`config.mk`:
```
export PLATFORM = sky130hd
export DESIGN_NAME = mips_core
export DESIGN_NICKNAME = d
export VERILOG_FILES = /design/src/logic/mips_pkg.sv /design/src/logic/mips_fetch.sv /design/src/logic/mips_decode.sv /design/src/logic/mips_regfile.sv /design/src/logic/mips_alu.sv /design/src/logic/mips_hazard.sv /design/src/logic/mips_core.sv
export SDC_FILE = /design/constraint.sdc
export NUM_CORES = 2
export LEC_CHECK = 0
export BUFFER_PORTS_ARGS = -buffer_cell sky130_fd_sc_hd__buf_2
export CAP_MARGIN = 30
export CORE_UTILIZATION = 30
export CTS_CLUSTER_SIZE = 10
export DETAILED_ROUTE_END_ITERATION = 7
export SETUP_SLACK_MARGIN = 0.5
export SLEW_MARGIN = 20
export SYNTH_ARGS = -nofsm -noshare
export SYNTH_HDL_FRONTEND = slang
export SYNTH_SLANG_ARGS = --single-unit
```
`constraint.sdc`:
```
create_clock -name clk -period 10.8 [get_ports clk]
set_clock_uncertainty 0.1 [all_clocks]
set_input_delay 1.08 -clock clk [delete_from_list [all_inputs] [get_ports clk]]
set_output_delay 1.08 -clock clk [all_outputs]
set_load 0.01 [all_outputs]
```
`src/logic/mips_pkg.sv`:
```
/*
 * shared widths, constants and encodings for the pipelined mips core
 * every rtl file refers to these by scoped name
 */
package mips_pkg;

   // data and address width
   localparam int word_w = 32;

   typedef logic [word_w-1:0] word_t;
   typedef logic [4:0]        reg_idx_t;

   // pc after reset, start of the text segment
   localparam word_t text_start = 32'h0040_0000;
   // $v0 value that makes a syscall halt the core
   localparam word_t syscall_exit = 32'd10;
   localparam reg_idx_t reg_v0 = 5'd2;

   // primary opcodes in inst[31:26]
   typedef enum logic [5:0] {
      op_special = 6'h00,
      op_j       = 6'h02,
      op_beq     = 6'h04,
      op_bne     = 6'h05,
      op_addi    = 6'h08,
      op_addiu   = 6'h09,
      op_slti    = 6'h0a,
      op_sltiu   = 6'h0b,
      op_andi    = 6'h0c,
      op_ori     = 6'h0d,
      op_xori    = 6'h0e,
      op_lui     = 6'h0f,
      op_lw      = 6'h23,
      op_sw      = 6'h2b
   } opcode_t;

   // funct codes of the special opcode, inst[5:0]
   typedef enum logic [5:0] {
      fn_sll     = 6'h00,
      fn_srl     = 6'h02,
      fn_sra     = 6'h03,
      fn_syscall = 6'h0c,
      fn_add     = 6'h20,
      fn_addu    = 6'h21,
      fn_sub     = 6'h22,
      fn_subu    = 6'h23,
      fn_and     = 6'h24,
      fn_or      = 6'h25,
      fn_xor     = 6'h26,
      fn_nor     = 6'h27,
      fn_slt     = 6'h2a,
      fn_sltu    = 6'h2b
   } funct_t;

   typedef enum logic [3:0] {
      alu_add, alu_sub, alu_and, alu_or, alu_xor, alu_nor,
      alu_slt, alu_sltu, alu_sll, alu_srl, alu_sra, alu_lui
   } alu_op_t;

   // execute operand source
   typedef enum logic [1:0] {fwd_rf, fwd_mem, fwd_wb} fwd_sel_t;

   // next pc source
   typedef enum logic [1:0] {pc_seq, pc_branch, pc_jump} pc_sel_t;

endpackage

```
`src/logic/mips_fetch.sv`:
```
/*
 * fetch stage pc register
 * loads pc+4, the branch target or the jump target when enabled
 */
module mips_fetch (
   input  logic               clk,
   input  logic               rst_b,
   input  logic               enable,
   input  mips_pkg::pc_sel_t  pc_sel,
   input  mips_pkg::word_t    branch_target,
   input  mips_pkg::word_t    jump_target,
   output mips_pkg::word_t    pc,
   output logic [29:0]        inst_addr
);
   mips_pkg::word_t pc_next;

   always_comb begin
      case (pc_sel)
         mips_pkg::pc_branch: pc_next = branch_target;
         mips_pkg::pc_jump:   pc_next = jump_target;
         default:             pc_next = pc + 32'd4;
      endcase
   end

   // held during a load-use stall and after halt
   always_ff @(posedge clk or negedge rst_b) begin
      if (!rst_b) begin
         pc <= mips_pkg::text_start;
      end else if (enable) begin
         pc <= pc_next;
      end
   end

   // instruction memory is word addressed
   assign inst_addr = pc[mips_pkg::word_w-1:2];

endmodule

```
`src/logic/mips_decode.sv`:
```
/*
 * instruction decoder for the decode stage
 * splits a word into register indices, the immediate and stage controls
 */
module mips_decode (
   input  mips_pkg::word_t    inst,
   output mips_pkg::reg_idx_t rs,
   output mips_pkg::reg_idx_t rt,
   output mips_pkg::reg_idx_t rd_dest,
   output mips_pkg::word_t    imm,
   output mips_pkg::alu_op_t  alu_op,
   output logic               use_imm,
   output logic               reg_we,
   output logic               is_load,
   output logic               is_store,
   output logic               is_branch_eq,
   output logic               is_branch_ne,
   output logic               is_jump,
   output logic               is_syscall,
   output logic [25:0]        jump_index
);
   mips_pkg::opcode_t op;
   mips_pkg::funct_t  fn;
   logic              imm_alu;
   logic              zero_ext;

   assign op = mips_pkg::opcode_t'(inst[31:26]);
   assign fn = mips_pkg::funct_t'(inst[5:0]);
   // opcodes 0x08 to 0x0f are the immediate alu group
   assign imm_alu = (inst[31:29] == 3'b001);
   // logical immediates zero extend, the rest sign extend
   assign zero_ext = op inside {mips_pkg::op_andi, mips_pkg::op_ori, mips_pkg::op_xori};

   assign rs = inst[25:21];
   // syscall looks at $v0 through the rt read port
   assign rt = is_syscall ? mips_pkg::reg_v0 : inst[20:16];
   // r-type writes rd, immediates and loads write rt
   assign rd_dest = (op == mips_pkg::op_special) ? inst[15:11] : inst[20:16];
   assign imm = zero_ext ? {16'h0, inst[15:0]} : {{16{inst[15]}}, inst[15:0]};
   assign jump_index = inst[25:0];

   always_comb begin
      alu_op = mips_pkg::alu_add;
      use_imm = imm_alu;
      reg_we = imm_alu;
      is_load = 1'b0;
      is_store = 1'b0;
      is_branch_eq = 1'b0;
      is_branch_ne = 1'b0;
      is_jump = 1'b0;
      is_syscall = 1'b0;
      case (op)
         mips_pkg::op_special: begin
            reg_we = 1'b1;
            case (fn)
               mips_pkg::fn_add, mips_pkg::fn_addu: alu_op = mips_pkg::alu_add;
               mips_pkg::fn_sub, mips_pkg::fn_subu: alu_op = mips_pkg::alu_sub;
               mips_pkg::fn_and:  alu_op = mips_pkg::alu_and;
               mips_pkg::fn_or:   alu_op = mips_pkg::alu_or;
               mips_pkg::fn_xor:  alu_op = mips_pkg::alu_xor;
               mips_pkg::fn_nor:  alu_op = mips_pkg::alu_nor;
               mips_pkg::fn_slt:  alu_op = mips_pkg::alu_slt;
               mips_pkg::fn_sltu: alu_op = mips_pkg::alu_sltu;
               mips_pkg::fn_sll:  alu_op = mips_pkg::alu_sll;
               mips_pkg::fn_srl:  alu_op = mips_pkg::alu_srl;
               mips_pkg::fn_sra:  alu_op = mips_pkg::alu_sra;
               mips_pkg::fn_syscall: begin
                  reg_we = 1'b0;
                  is_syscall = 1'b1;
               end
               // unknown funct runs as a no-op
               default: reg_we = 1'b0;
            endcase
         end
         mips_pkg::op_j:   is_jump = 1'b1;
         mips_pkg::op_beq: is_branch_eq = 1'b1;
         mips_pkg::op_bne: is_branch_ne = 1'b1;
         mips_pkg::op_addi, mips_pkg::op_addiu: alu_op = mips_pkg::alu_add;
         mips_pkg::op_slti:  alu_op = mips_pkg::alu_slt;
         mips_pkg::op_sltiu: alu_op = mips_pkg::alu_sltu;
         mips_pkg::op_andi:  alu_op = mips_pkg::alu_and;
         mips_pkg::op_ori:   alu_op = mips_pkg::alu_or;
         mips_pkg::op_xori:  alu_op = mips_pkg::alu_xor;
         mips_pkg::op_lui:   alu_op = mips_pkg::alu_lui;
         mips_pkg::op_lw: begin
            reg_we = 1'b1;
            use_imm = 1'b1;
            is_load = 1'b1;
         end
         mips_pkg::op_sw: begin
            use_imm = 1'b1;
            is_store = 1'b1;
         end
         // unknown opcode, nothing is written
         default: reg_we = 1'b0;
      endcase
   end

endmodule

```
`src/logic/mips_regfile.sv`:
```
/*
 * 32 entry register file, two reads and one write
 * $zero reads as 0, a read of the entry being written returns the new data
 */
module mips_regfile (
   input  logic               clk,
   input  logic               rst_b,
   input  mips_pkg::reg_idx_t rs_idx,
   input  mips_pkg::reg_idx_t rt_idx,
   input  mips_pkg::reg_idx_t wr_idx,
   input  mips_pkg::word_t    wr_data,
   input  logic               we,
   output mips_pkg::word_t    rs_data,
   output mips_pkg::word_t    rt_data
);
   mips_pkg::word_t regs [32];

   always_ff @(posedge clk or negedge rst_b) begin
      if (!rst_b) begin
         for (int i = 0; i < 32; i++) begin
            regs[i] <= '0;
         end
      end else if (we && wr_idx != '0) begin
         regs[wr_idx] <= wr_data;
      end
   end

   // write-through so decode sees the writeback of the same cycle
   assign rs_data = (rs_idx == '0) ? '0 : (we && rs_idx == wr_idx) ? wr_data : regs[rs_idx];
   assign rt_data = (rt_idx == '0) ? '0 : (we && rt_idx == wr_idx) ? wr_data : regs[rt_idx];

endmodule

```
`src/logic/mips_alu.sv`:
```
/*
 * execute stage alu
 * shifts act on b by the constant shamt, lui moves b[15:0] to the upper half
 */
module mips_alu (
   input  mips_pkg::alu_op_t op,
   input  mips_pkg::word_t   a,
   input  mips_pkg::word_t   b,
   input  logic [4:0]        shamt,
   output mips_pkg::word_t   result,
   output logic              equal
);

   always_comb begin
      case (op)
         mips_pkg::alu_sub:  result = a - b;
         mips_pkg::alu_and:  result = a & b;
         mips_pkg::alu_or:   result = a | b;
         mips_pkg::alu_xor:  result = a ^ b;
         mips_pkg::alu_nor:  result = ~(a | b);
         // set on less than, signed and unsigned
         mips_pkg::alu_slt:  result = mips_pkg::word_t'($signed(a) < $signed(b));
         mips_pkg::alu_sltu: result = mips_pkg::word_t'(a < b);
         mips_pkg::alu_sll:  result = b << shamt;
         mips_pkg::alu_srl:  result = b >> shamt;
         mips_pkg::alu_sra:  result = mips_pkg::word_t'($signed(b) >>> shamt);
         mips_pkg::alu_lui:  result = {b[15:0], 16'h0};
         default:            result = a + b;
      endcase
   end

   // beq and bne compare the two forwarded operands
   assign equal = (a == b);

endmodule

```
`src/logic/mips_hazard.sv`:
```
/*
 * hazard unit with the forwarding selects for execute, the load-use stall and the redirect flush
 * purely combinational, evaluated every cycle
 */
module mips_hazard (
   input  mips_pkg::reg_idx_t id_rs,
   input  mips_pkg::reg_idx_t id_rt,
   input  mips_pkg::reg_idx_t ex_rs,
   input  mips_pkg::reg_idx_t ex_rt,
   input  mips_pkg::reg_idx_t ex_dest,
   input  logic               ex_reg_we,
   input  logic               ex_is_load,
   input  mips_pkg::reg_idx_t mem_dest,
   input  logic               mem_reg_we,
   input  mips_pkg::reg_idx_t wb_dest,
   input  logic               wb_reg_we,
   input  logic               redirect,
   output logic               stall,
   output logic               flush,
   output mips_pkg::fwd_sel_t fwd_a,
   output mips_pkg::fwd_sel_t fwd_b
);
   logic mem_live;
   logic wb_live;
   logic load_use;

   // a producer counts only if it writes a nonzero register
   assign mem_live = mem_reg_we && (mem_dest != '0);
   assign wb_live = wb_reg_we && (wb_dest != '0);

   // memory stage is newer, so it wins over writeback
   assign fwd_a = (mem_live && mem_dest == ex_rs) ? mips_pkg::fwd_mem :
                  (wb_live && wb_dest == ex_rs)   ? mips_pkg::fwd_wb  : mips_pkg::fwd_rf;
   assign fwd_b = (mem_live && mem_dest == ex_rt) ? mips_pkg::fwd_mem :
                  (wb_live && wb_dest == ex_rt)   ? mips_pkg::fwd_wb  : mips_pkg::fwd_rf;

   // load in execute feeding the instruction in decode
   // rt is compared even when decode only writes it, which costs at most one extra stall
   assign load_use = ex_is_load && ex_reg_we && (ex_dest != '0) &&
                     (ex_dest == id_rs || ex_dest == id_rt);

   // the redirect kills decode anyway, so it overrides the stall
   assign flush = redirect;
   assign stall = load_use && !redirect;

endmodule

```
`src/logic/mips_core.sv`:
```
/*
 * five stage mips core with fetch, decode, execute, memory and writeback
 * separate single-cycle instruction and data ports, halted marks the end
 */
module mips_core (
   input  logic              clk,
   input  logic              rst_b,
   input  mips_pkg::word_t   inst,
   input  mips_pkg::word_t   mem_rdata,
   output logic [29:0]       inst_addr,
   output logic [29:0]       mem_addr,
   output mips_pkg::word_t   mem_wdata,
   output logic              mem_we,
   output logic              halted
);
   mips_pkg::word_t    pc, branch_target, jump_target, if_id_pc, if_id_inst;
   mips_pkg::pc_sel_t  pc_sel;
   logic               stall, flush, id_kill, redirect, ex_equal;
   // decode stage
   mips_pkg::reg_idx_t id_rs, id_rt, id_dest;
   mips_pkg::word_t    id_imm, id_rs_val, id_rt_val;
   mips_pkg::alu_op_t  id_alu_op;
   logic               id_use_imm, id_reg_we, id_is_load, id_is_store;
   logic               id_is_beq, id_is_bne, id_is_jump, id_is_syscall;
   logic [25:0]        id_jump_index;
   // execute stage
   mips_pkg::word_t    ex_pc, ex_rs_val, ex_rt_val, ex_imm, ex_pc4;
   mips_pkg::word_t    ex_a, ex_rt_fwd, ex_b, ex_result;
   mips_pkg::reg_idx_t ex_rs, ex_rt, ex_dest;
   mips_pkg::alu_op_t  ex_alu_op;
   mips_pkg::fwd_sel_t fwd_a, fwd_b;
   logic [4:0]         ex_shamt;
   logic [25:0]        ex_jump_index;
   logic               ex_use_imm, ex_reg_we, ex_is_load, ex_is_store;
   logic               ex_is_beq, ex_is_bne, ex_is_jump, ex_is_syscall;
   // memory and writeback stages
   mips_pkg::word_t    mem_alu, wb_alu, wb_load, wb_data;
   mips_pkg::reg_idx_t mem_dest, wb_dest;
   logic               mem_reg_we, mem_is_load, mem_is_store, mem_is_syscall;
   logic               wb_reg_we, wb_is_load;

   function automatic mips_pkg::word_t fwd_mux(input mips_pkg::fwd_sel_t sel,
         input mips_pkg::word_t rf_val, input mips_pkg::word_t mem_val,
         input mips_pkg::word_t wb_val);
      case (sel)
         mips_pkg::fwd_mem: return mem_val;
         mips_pkg::fwd_wb:  return wb_val;
         default:           return rf_val;
      endcase
   endfunction

   mips_fetch u_fetch (
      .clk(clk), .rst_b(rst_b), .enable(!stall && !halted), .pc_sel(pc_sel),
      .branch_target(branch_target), .jump_target(jump_target),
      .pc(pc), .inst_addr(inst_addr)
   );

   // a flush turns the fetch/decode word into a nop
   always_ff @(posedge clk or negedge rst_b) begin
      if (!rst_b) begin
         if_id_inst <= '0;
      end else if (flush) begin
         if_id_inst <= '0;
      end else if (!stall) begin
         if_id_inst <= inst;
      end
   end

   always_ff @(posedge clk) begin
      if (!stall) begin
         if_id_pc <= pc;
      end
   end

   mips_decode u_decode (
      .inst(if_id_inst), .rs(id_rs), .rt(id_rt), .rd_dest(id_dest), .imm(id_imm),
      .alu_op(id_alu_op), .use_imm(id_use_imm), .reg_we(id_reg_we),
      .is_load(id_is_load), .is_store(id_is_store), .is_branch_eq(id_is_beq),
      .is_branch_ne(id_is_bne), .is_jump(id_is_jump), .is_syscall(id_is_syscall),
      .jump_index(id_jump_index)
   );

   // writes stop once halted, the instruction ahead of the syscall has retired
   mips_regfile u_regfile (
      .clk(clk), .rst_b(rst_b), .rs_idx(id_rs), .rt_idx(id_rt), .wr_idx(wb_dest),
      .wr_data(wb_data), .we(wb_reg_we && !halted), .rs_data(id_rs_val), .rt_data(id_rt_val)
   );

   mips_hazard u_hazard (
      .id_rs(id_rs), .id_rt(id_rt), .ex_rs(ex_rs), .ex_rt(ex_rt), .ex_dest(ex_dest),
      .ex_reg_we(ex_reg_we), .ex_is_load(ex_is_load), .mem_dest(mem_dest),
      .mem_reg_we(mem_reg_we), .wb_dest(wb_dest), .wb_reg_we(wb_reg_we),
      .redirect(redirect), .stall(stall), .flush(flush), .fwd_a(fwd_a), .fwd_b(fwd_b)
   );

   // stall and flush both push a bubble into decode/execute
   assign id_kill = stall || flush;

   always_ff @(posedge clk or negedge rst_b) begin
      if (!rst_b) begin
         ex_reg_we <= 1'b0;
         ex_is_load <= 1'b0;
         ex_is_store <= 1'b0;
         ex_is_beq <= 1'b0;
         ex_is_bne <= 1'b0;
         ex_is_jump <= 1'b0;
         ex_is_syscall <= 1'b0;
      end else begin
         ex_reg_we <= id_reg_we && !id_kill;
         ex_is_load <= id_is_load && !id_kill;
         ex_is_store <= id_is_store && !id_kill;
         ex_is_beq <= id_is_beq && !id_kill;
         ex_is_bne <= id_is_bne && !id_kill;
         ex_is_jump <= id_is_jump && !id_kill;
         ex_is_syscall <= id_is_syscall && !id_kill;
      end
   end

   always_ff @(posedge clk) begin
      ex_pc <= if_id_pc;
      ex_rs_val <= id_rs_val;
      ex_rt_val <= id_rt_val;
      ex_imm <= id_imm;
      ex_rs <= id_rs;
      ex_rt <= id_rt;
      ex_dest <= id_dest;
      ex_shamt <= if_id_inst[10:6];
      ex_jump_index <= id_jump_index;
      ex_alu_op <= id_alu_op;
      ex_use_imm <= id_use_imm;
   end

   // operand forwarding from memory and writeback
   assign ex_a = fwd_mux(fwd_a, ex_rs_val, mem_alu, wb_data);
   assign ex_rt_fwd = fwd_mux(fwd_b, ex_rt_val, mem_alu, wb_data);
   assign ex_b = ex_use_imm ? ex_imm : ex_rt_fwd;

   mips_alu u_alu (
      .op(ex_alu_op), .a(ex_a), .b(ex_b), .shamt(ex_shamt),
      .result(ex_result), .equal(ex_equal)
   );

   // branch and jump targets are relative to the delay slot address
   assign ex_pc4 = ex_pc + 32'd4;
   assign branch_target = ex_pc4 + {ex_imm[29:0], 2'b00};
   assign jump_target = {ex_pc4[31:28], ex_jump_index, 2'b00};

   assign redirect = ex_is_jump || (ex_is_beq && ex_equal) || (ex_is_bne && !ex_equal);
   assign pc_sel = ex_is_jump ? mips_pkg::pc_jump :
                   redirect   ? mips_pkg::pc_branch : mips_pkg::pc_seq;

   // execute/memory and memory/writeback control fields
   always_ff @(posedge clk or negedge rst_b) begin
      if (!rst_b) begin
         mem_reg_we <= 1'b0;
         mem_is_load <= 1'b0;
         mem_is_store <= 1'b0;
         mem_is_syscall <= 1'b0;
         wb_reg_we <= 1'b0;
         wb_is_load <= 1'b0;
      end else begin
         mem_reg_we <= ex_reg_we;
         mem_is_load <= ex_is_load;
         mem_is_store <= ex_is_store;
         mem_is_syscall <= ex_is_syscall;
         wb_reg_we <= mem_reg_we;
         wb_is_load <= mem_is_load;
      end
   end

   // mem_wdata carries rt, which is $v0 for a syscall
   always_ff @(posedge clk) begin
      mem_alu <= ex_result;
      mem_wdata <= ex_rt_fwd;
      mem_dest <= ex_dest;
      wb_alu <= mem_alu;
      wb_load <= mem_rdata;
      wb_dest <= mem_dest;
   end

   // data port
   assign mem_addr = mem_alu[mips_pkg::word_w-1:2];
   assign mem_we = mem_is_store && !halted;

   assign wb_data = wb_is_load ? wb_load : wb_alu;

   // exit syscall in memory sets halted, held until reset
   always_ff @(posedge clk or negedge rst_b) begin
      if (!rst_b) begin
         halted <= 1'b0;
      end else if (mem_is_syscall && mem_wdata == mips_pkg::syscall_exit) begin
         halted <= 1'b1;
      end
   end

endmodule

```
==> impl_metrics.toml <==
[outcome]
status = "completed"

[clocking]
htree_levels = 4
cts_tree = "done"
post_cts_resized = 0
postCtsHoldBufs = 0
cts_buffer_depth = 3
clk_pin_slew_ns = 0.06
postCtsSetupRepairBufs = 0
clk_latency_ns = 0.83
cts.sinks = 1404
cts-root-buf = "clkbuf_16"
numCtsBuffers = 164

[synth]
syn_area_sq_um = 78360
syn_inst = 8536
synth.distinct_cells = 99
synth_seq_cells = 1404
async_flop_share_pct = 78.35
yosysWarnings = 0
syn_avg_cell_area_sq_um = 9.180
synth-seq-area-share_pct = 43.28
synth_edf_count = 30
ys.flop_type = "dfrtp_1"
syn-num-nets = 8734

[critical_path]
critPathArrivalTime_ns = 8.43
cp-start-kind = "flip-flop"
crit_buf_inv = 3
slowest_delay_ns = 0.79
cp_cell_sequence = "or2_2 > o41ai_1 > nor4_2 > buf_4 > buf_4 > o21ai_0 > o21ai_0 > ha_1 > nor4b_1 > nand2_1 > nor2_1 > nand3_1 > nor4_1 > buf_4 > mux2i_4 > and2_0 > nand2_1 > nor3_1 > nand3_1 > nor3_1"
cpLargestDelayFamily = "simple AND/OR/NAND/NOR gates"
cp_slowest_cell = "and2_0"
crit_path_frequent_cell = "buf_4"
cp.required_ns = 11.42
end_kind = "flip-flop"
criticalPathCategory = "flip-flop to flip-flop"
worstPathMaxFanout = 44

[route]
avgViaCountPerCell = 5.992
wirelength_microns = 335700
drc_errors = 0
postRouteAntennaNets = 0
first_iter_violations = 9698
firstDrtPassIters = 6
wl_per_cell_microns = 28.63
vias = 70270

[layout]
area_delta_synth_final_pct = 12.61
nets = 8430
drive_gt1_share_pct = 12.42
fin_util_pct = 33.98

[floorplanning]
core-area_sq_um = 259700
initial_core_util_pct = 30.17
die_w_microns = 513.1
dieArea_sq_um = 263200
die_y_microns = 513.1
row_count = 187
io_pins = 160

[power_and_ir_drop]
ir_drop_mv = 0.1855
leakage_nw = 37.24
powerDensity_nw_per_um2 = 200.7
total_power_w = 0.01771

[place]
dp_hpwl_microns = 213400
portBuffers = 159
place_congestion = 1.030

[timing]
max_slew_margin_pct = 17.68
setup_violations = 0
fmax_mhz = 128.1
worst_slew_pin_slew_ns = 1.235
slew_violations = 0
layout_min_cycle_time_ns = 7.806
hold_viol = 0
tns_ns = 0
rsz0062_at_grt = "false"
period_share_pct = 72.28

[global_route]
grt_pass1_vias = 67170
grt_pass1_wl_microns = 483600
antenna_found_initial = 20
grt_max_degree = 165
grt_use_total_pct = 24.79
grt_overflow_total = 0

[min_path]
min_path_type = "input port to asynchronous set/reset pin"

[job]
max_cap_violations = 0
## synthesized netlist by cell type, types with 58 or more instances
library cell  number  area share (%)
nand3_1          203             1.3
o22ai_1          117            0.93
dfxtp_1          274             7.0
dfrtp_1         1099              35
nand2b_1          67            0.53
mux4_2           241             6.9
o221ai_1         169             1.9
o21ai_0          797             5.1
clkbuf_1         700             3.4
nor2_1          1033             4.9
a21oi_1          875             5.6
mux2i_1          527             6.7
buf_1             91            0.44
nand2_1          914             4.4
a31oi_1           64            0.51
ha_1             129             2.1
o211ai_1          58            0.56
a221oi_1          68            0.76
xnor2_1           75            0.84
inv_1            132            0.63
## cells in the final DEF, fill, tap and decap left out, drive strengths merged, types with 23 or more instances in the layout
master | synthesis | layout
ha | 129 | 129
a21o | 40 | 40
nor2 | 1035 | 1035
buf | 146 | 370
a211oi | 52 | 52
xnor2 | 75 | 75
xor2 | 53 | 53
dfrtp | 1099 | 1099
a221o | 24 | 24
a32o | 33 | 33
nand4 | 23 | 23
nor3 | 45 | 45
inv | 136 | 140
o31ai | 37 | 37
a31oi | 64 | 64
a311oi | 44 | 44
nand2 | 914 | 914
nor2b | 25 | 25
dfxtp | 274 | 274
edfxtp | 30 | 30
clkbuf | 700 | 242
and3 | 50 | 50
mux4 | 241 | 241
mux2i | 532 | 532
o221ai | 169 | 169
mux2 | 55 | 55
a32oi | 40 | 40
o21a | 35 | 35
o21ai | 798 | 798
nand2b | 67 | 67
o22ai | 117 | 117
o211ai | 59 | 59
a221oi | 71 | 71
nand3 | 203 | 203
a21oi | 876 | 876
nor4 | 23 | 23
## final cells by class
class,count,area [sq um]
fill,26180,171500
multi-input combinational,6148,41380
sequential,1404,33950
clock buffer,236,4529
tap,3402,4257
timing repair buffer,376,3306
inverter,138,531.8
clock inverter,16,262.8
antenna,8,20.02
## final timing paths
kind / endpoint / cells past startpoint / start / slack [ns]
worst max-delay path: ex_is_beq / 20 / wb_dest[0] / 2.99
worst min-delay path: u_fetch.pc[29] / 1 / rst_b / 0.24
worst max register to register: ex_is_beq / 20 / wb_dest[0] / 2.99
worst min register to register: ex_pc[7] / 0 / if_id_pc[7] / 0.24
max in group asynchronous: u_regfile.regs[28] / 3 / rst_b / 8.09
min in group clk: ex_pc[7] / 0 / if_id_pc[7] / 0.24
## cell families (layout without fill, tap and decap cells)
| logic type | after synthesis | in the layout | synth area share, % |
|---|---|---|---|
| AOI/OAI and AO/OA | 2603 | 2603 | 20.56 |
| and+or+nand+nor | 2457 | 2457 | 13.10 |
| DFF | 1404 | 1404 | 43.28 |
| buffers and inverters | 984 | 766 | 4.949 |
| muxes | 828 | 828 | 14.55 |
| adders and majority gates | 132 | 132 | 2.137 |
| xor gates and xnor gates | 128 | 128 | 1.431 |
| other | 0 | 8 | 0 |
## registers in the layout, summed over array words and instances (netlist names), 4 cells and up
name / cells
ex_rs_val: 32
ex_dest: 5
ex_pc: 30
wb_load: 32
ex_alu_op: 4
if_id_inst: 32
mem_alu: 32
ex_rt_val: 32
wb_dest: 5
if_id_pc: 30
mem_dest: 5
mem_wdata: 32
u_fetch.pc: 30
u_regfile.regs: 1024
wb_alu: 32
ex_rt: 5
ex_jump_index: 26
## power breakdown
| part | total [W] | internal, W | switching [W] |
|---|---|---|---|
| clock network | 0.00525 | 0.00297 | 0.00228 |
| registers | 0.00730 | 0.00625 | 0.00105 |
| logic | 0.00516 | 0.00202 | 0.00314 |
## through the flow
stage / hold WS [ns] / cell area [sq um] / cells / worst slack [ns]
final: 0.2395 / 88240 / 11730 / 2.994
after global routing: 0.2327 / 88220 / 11720 / 2.641
after CTS: 0.2026 / 87800 / 11700 / 2.902
after detailed placement: 0.2279 / 83010 / 11450 / 2.943
after global placement: 0.2262 / 82350 / 11420 / 2.952
after floorplan: 0.2233 / 78360 / 8536 / 5.095
## routing by layer
metal	vias up	part of all wire (%)	GRT usage (%)
li1	30170	-	-
met2	4143	43	36.99
met1	35010	41	33.44
met3	944	11	6.125
met5	-	0.018	0
met4	8	5.3	11.86
No activity file was read; power rests on OpenSTA's default activity.
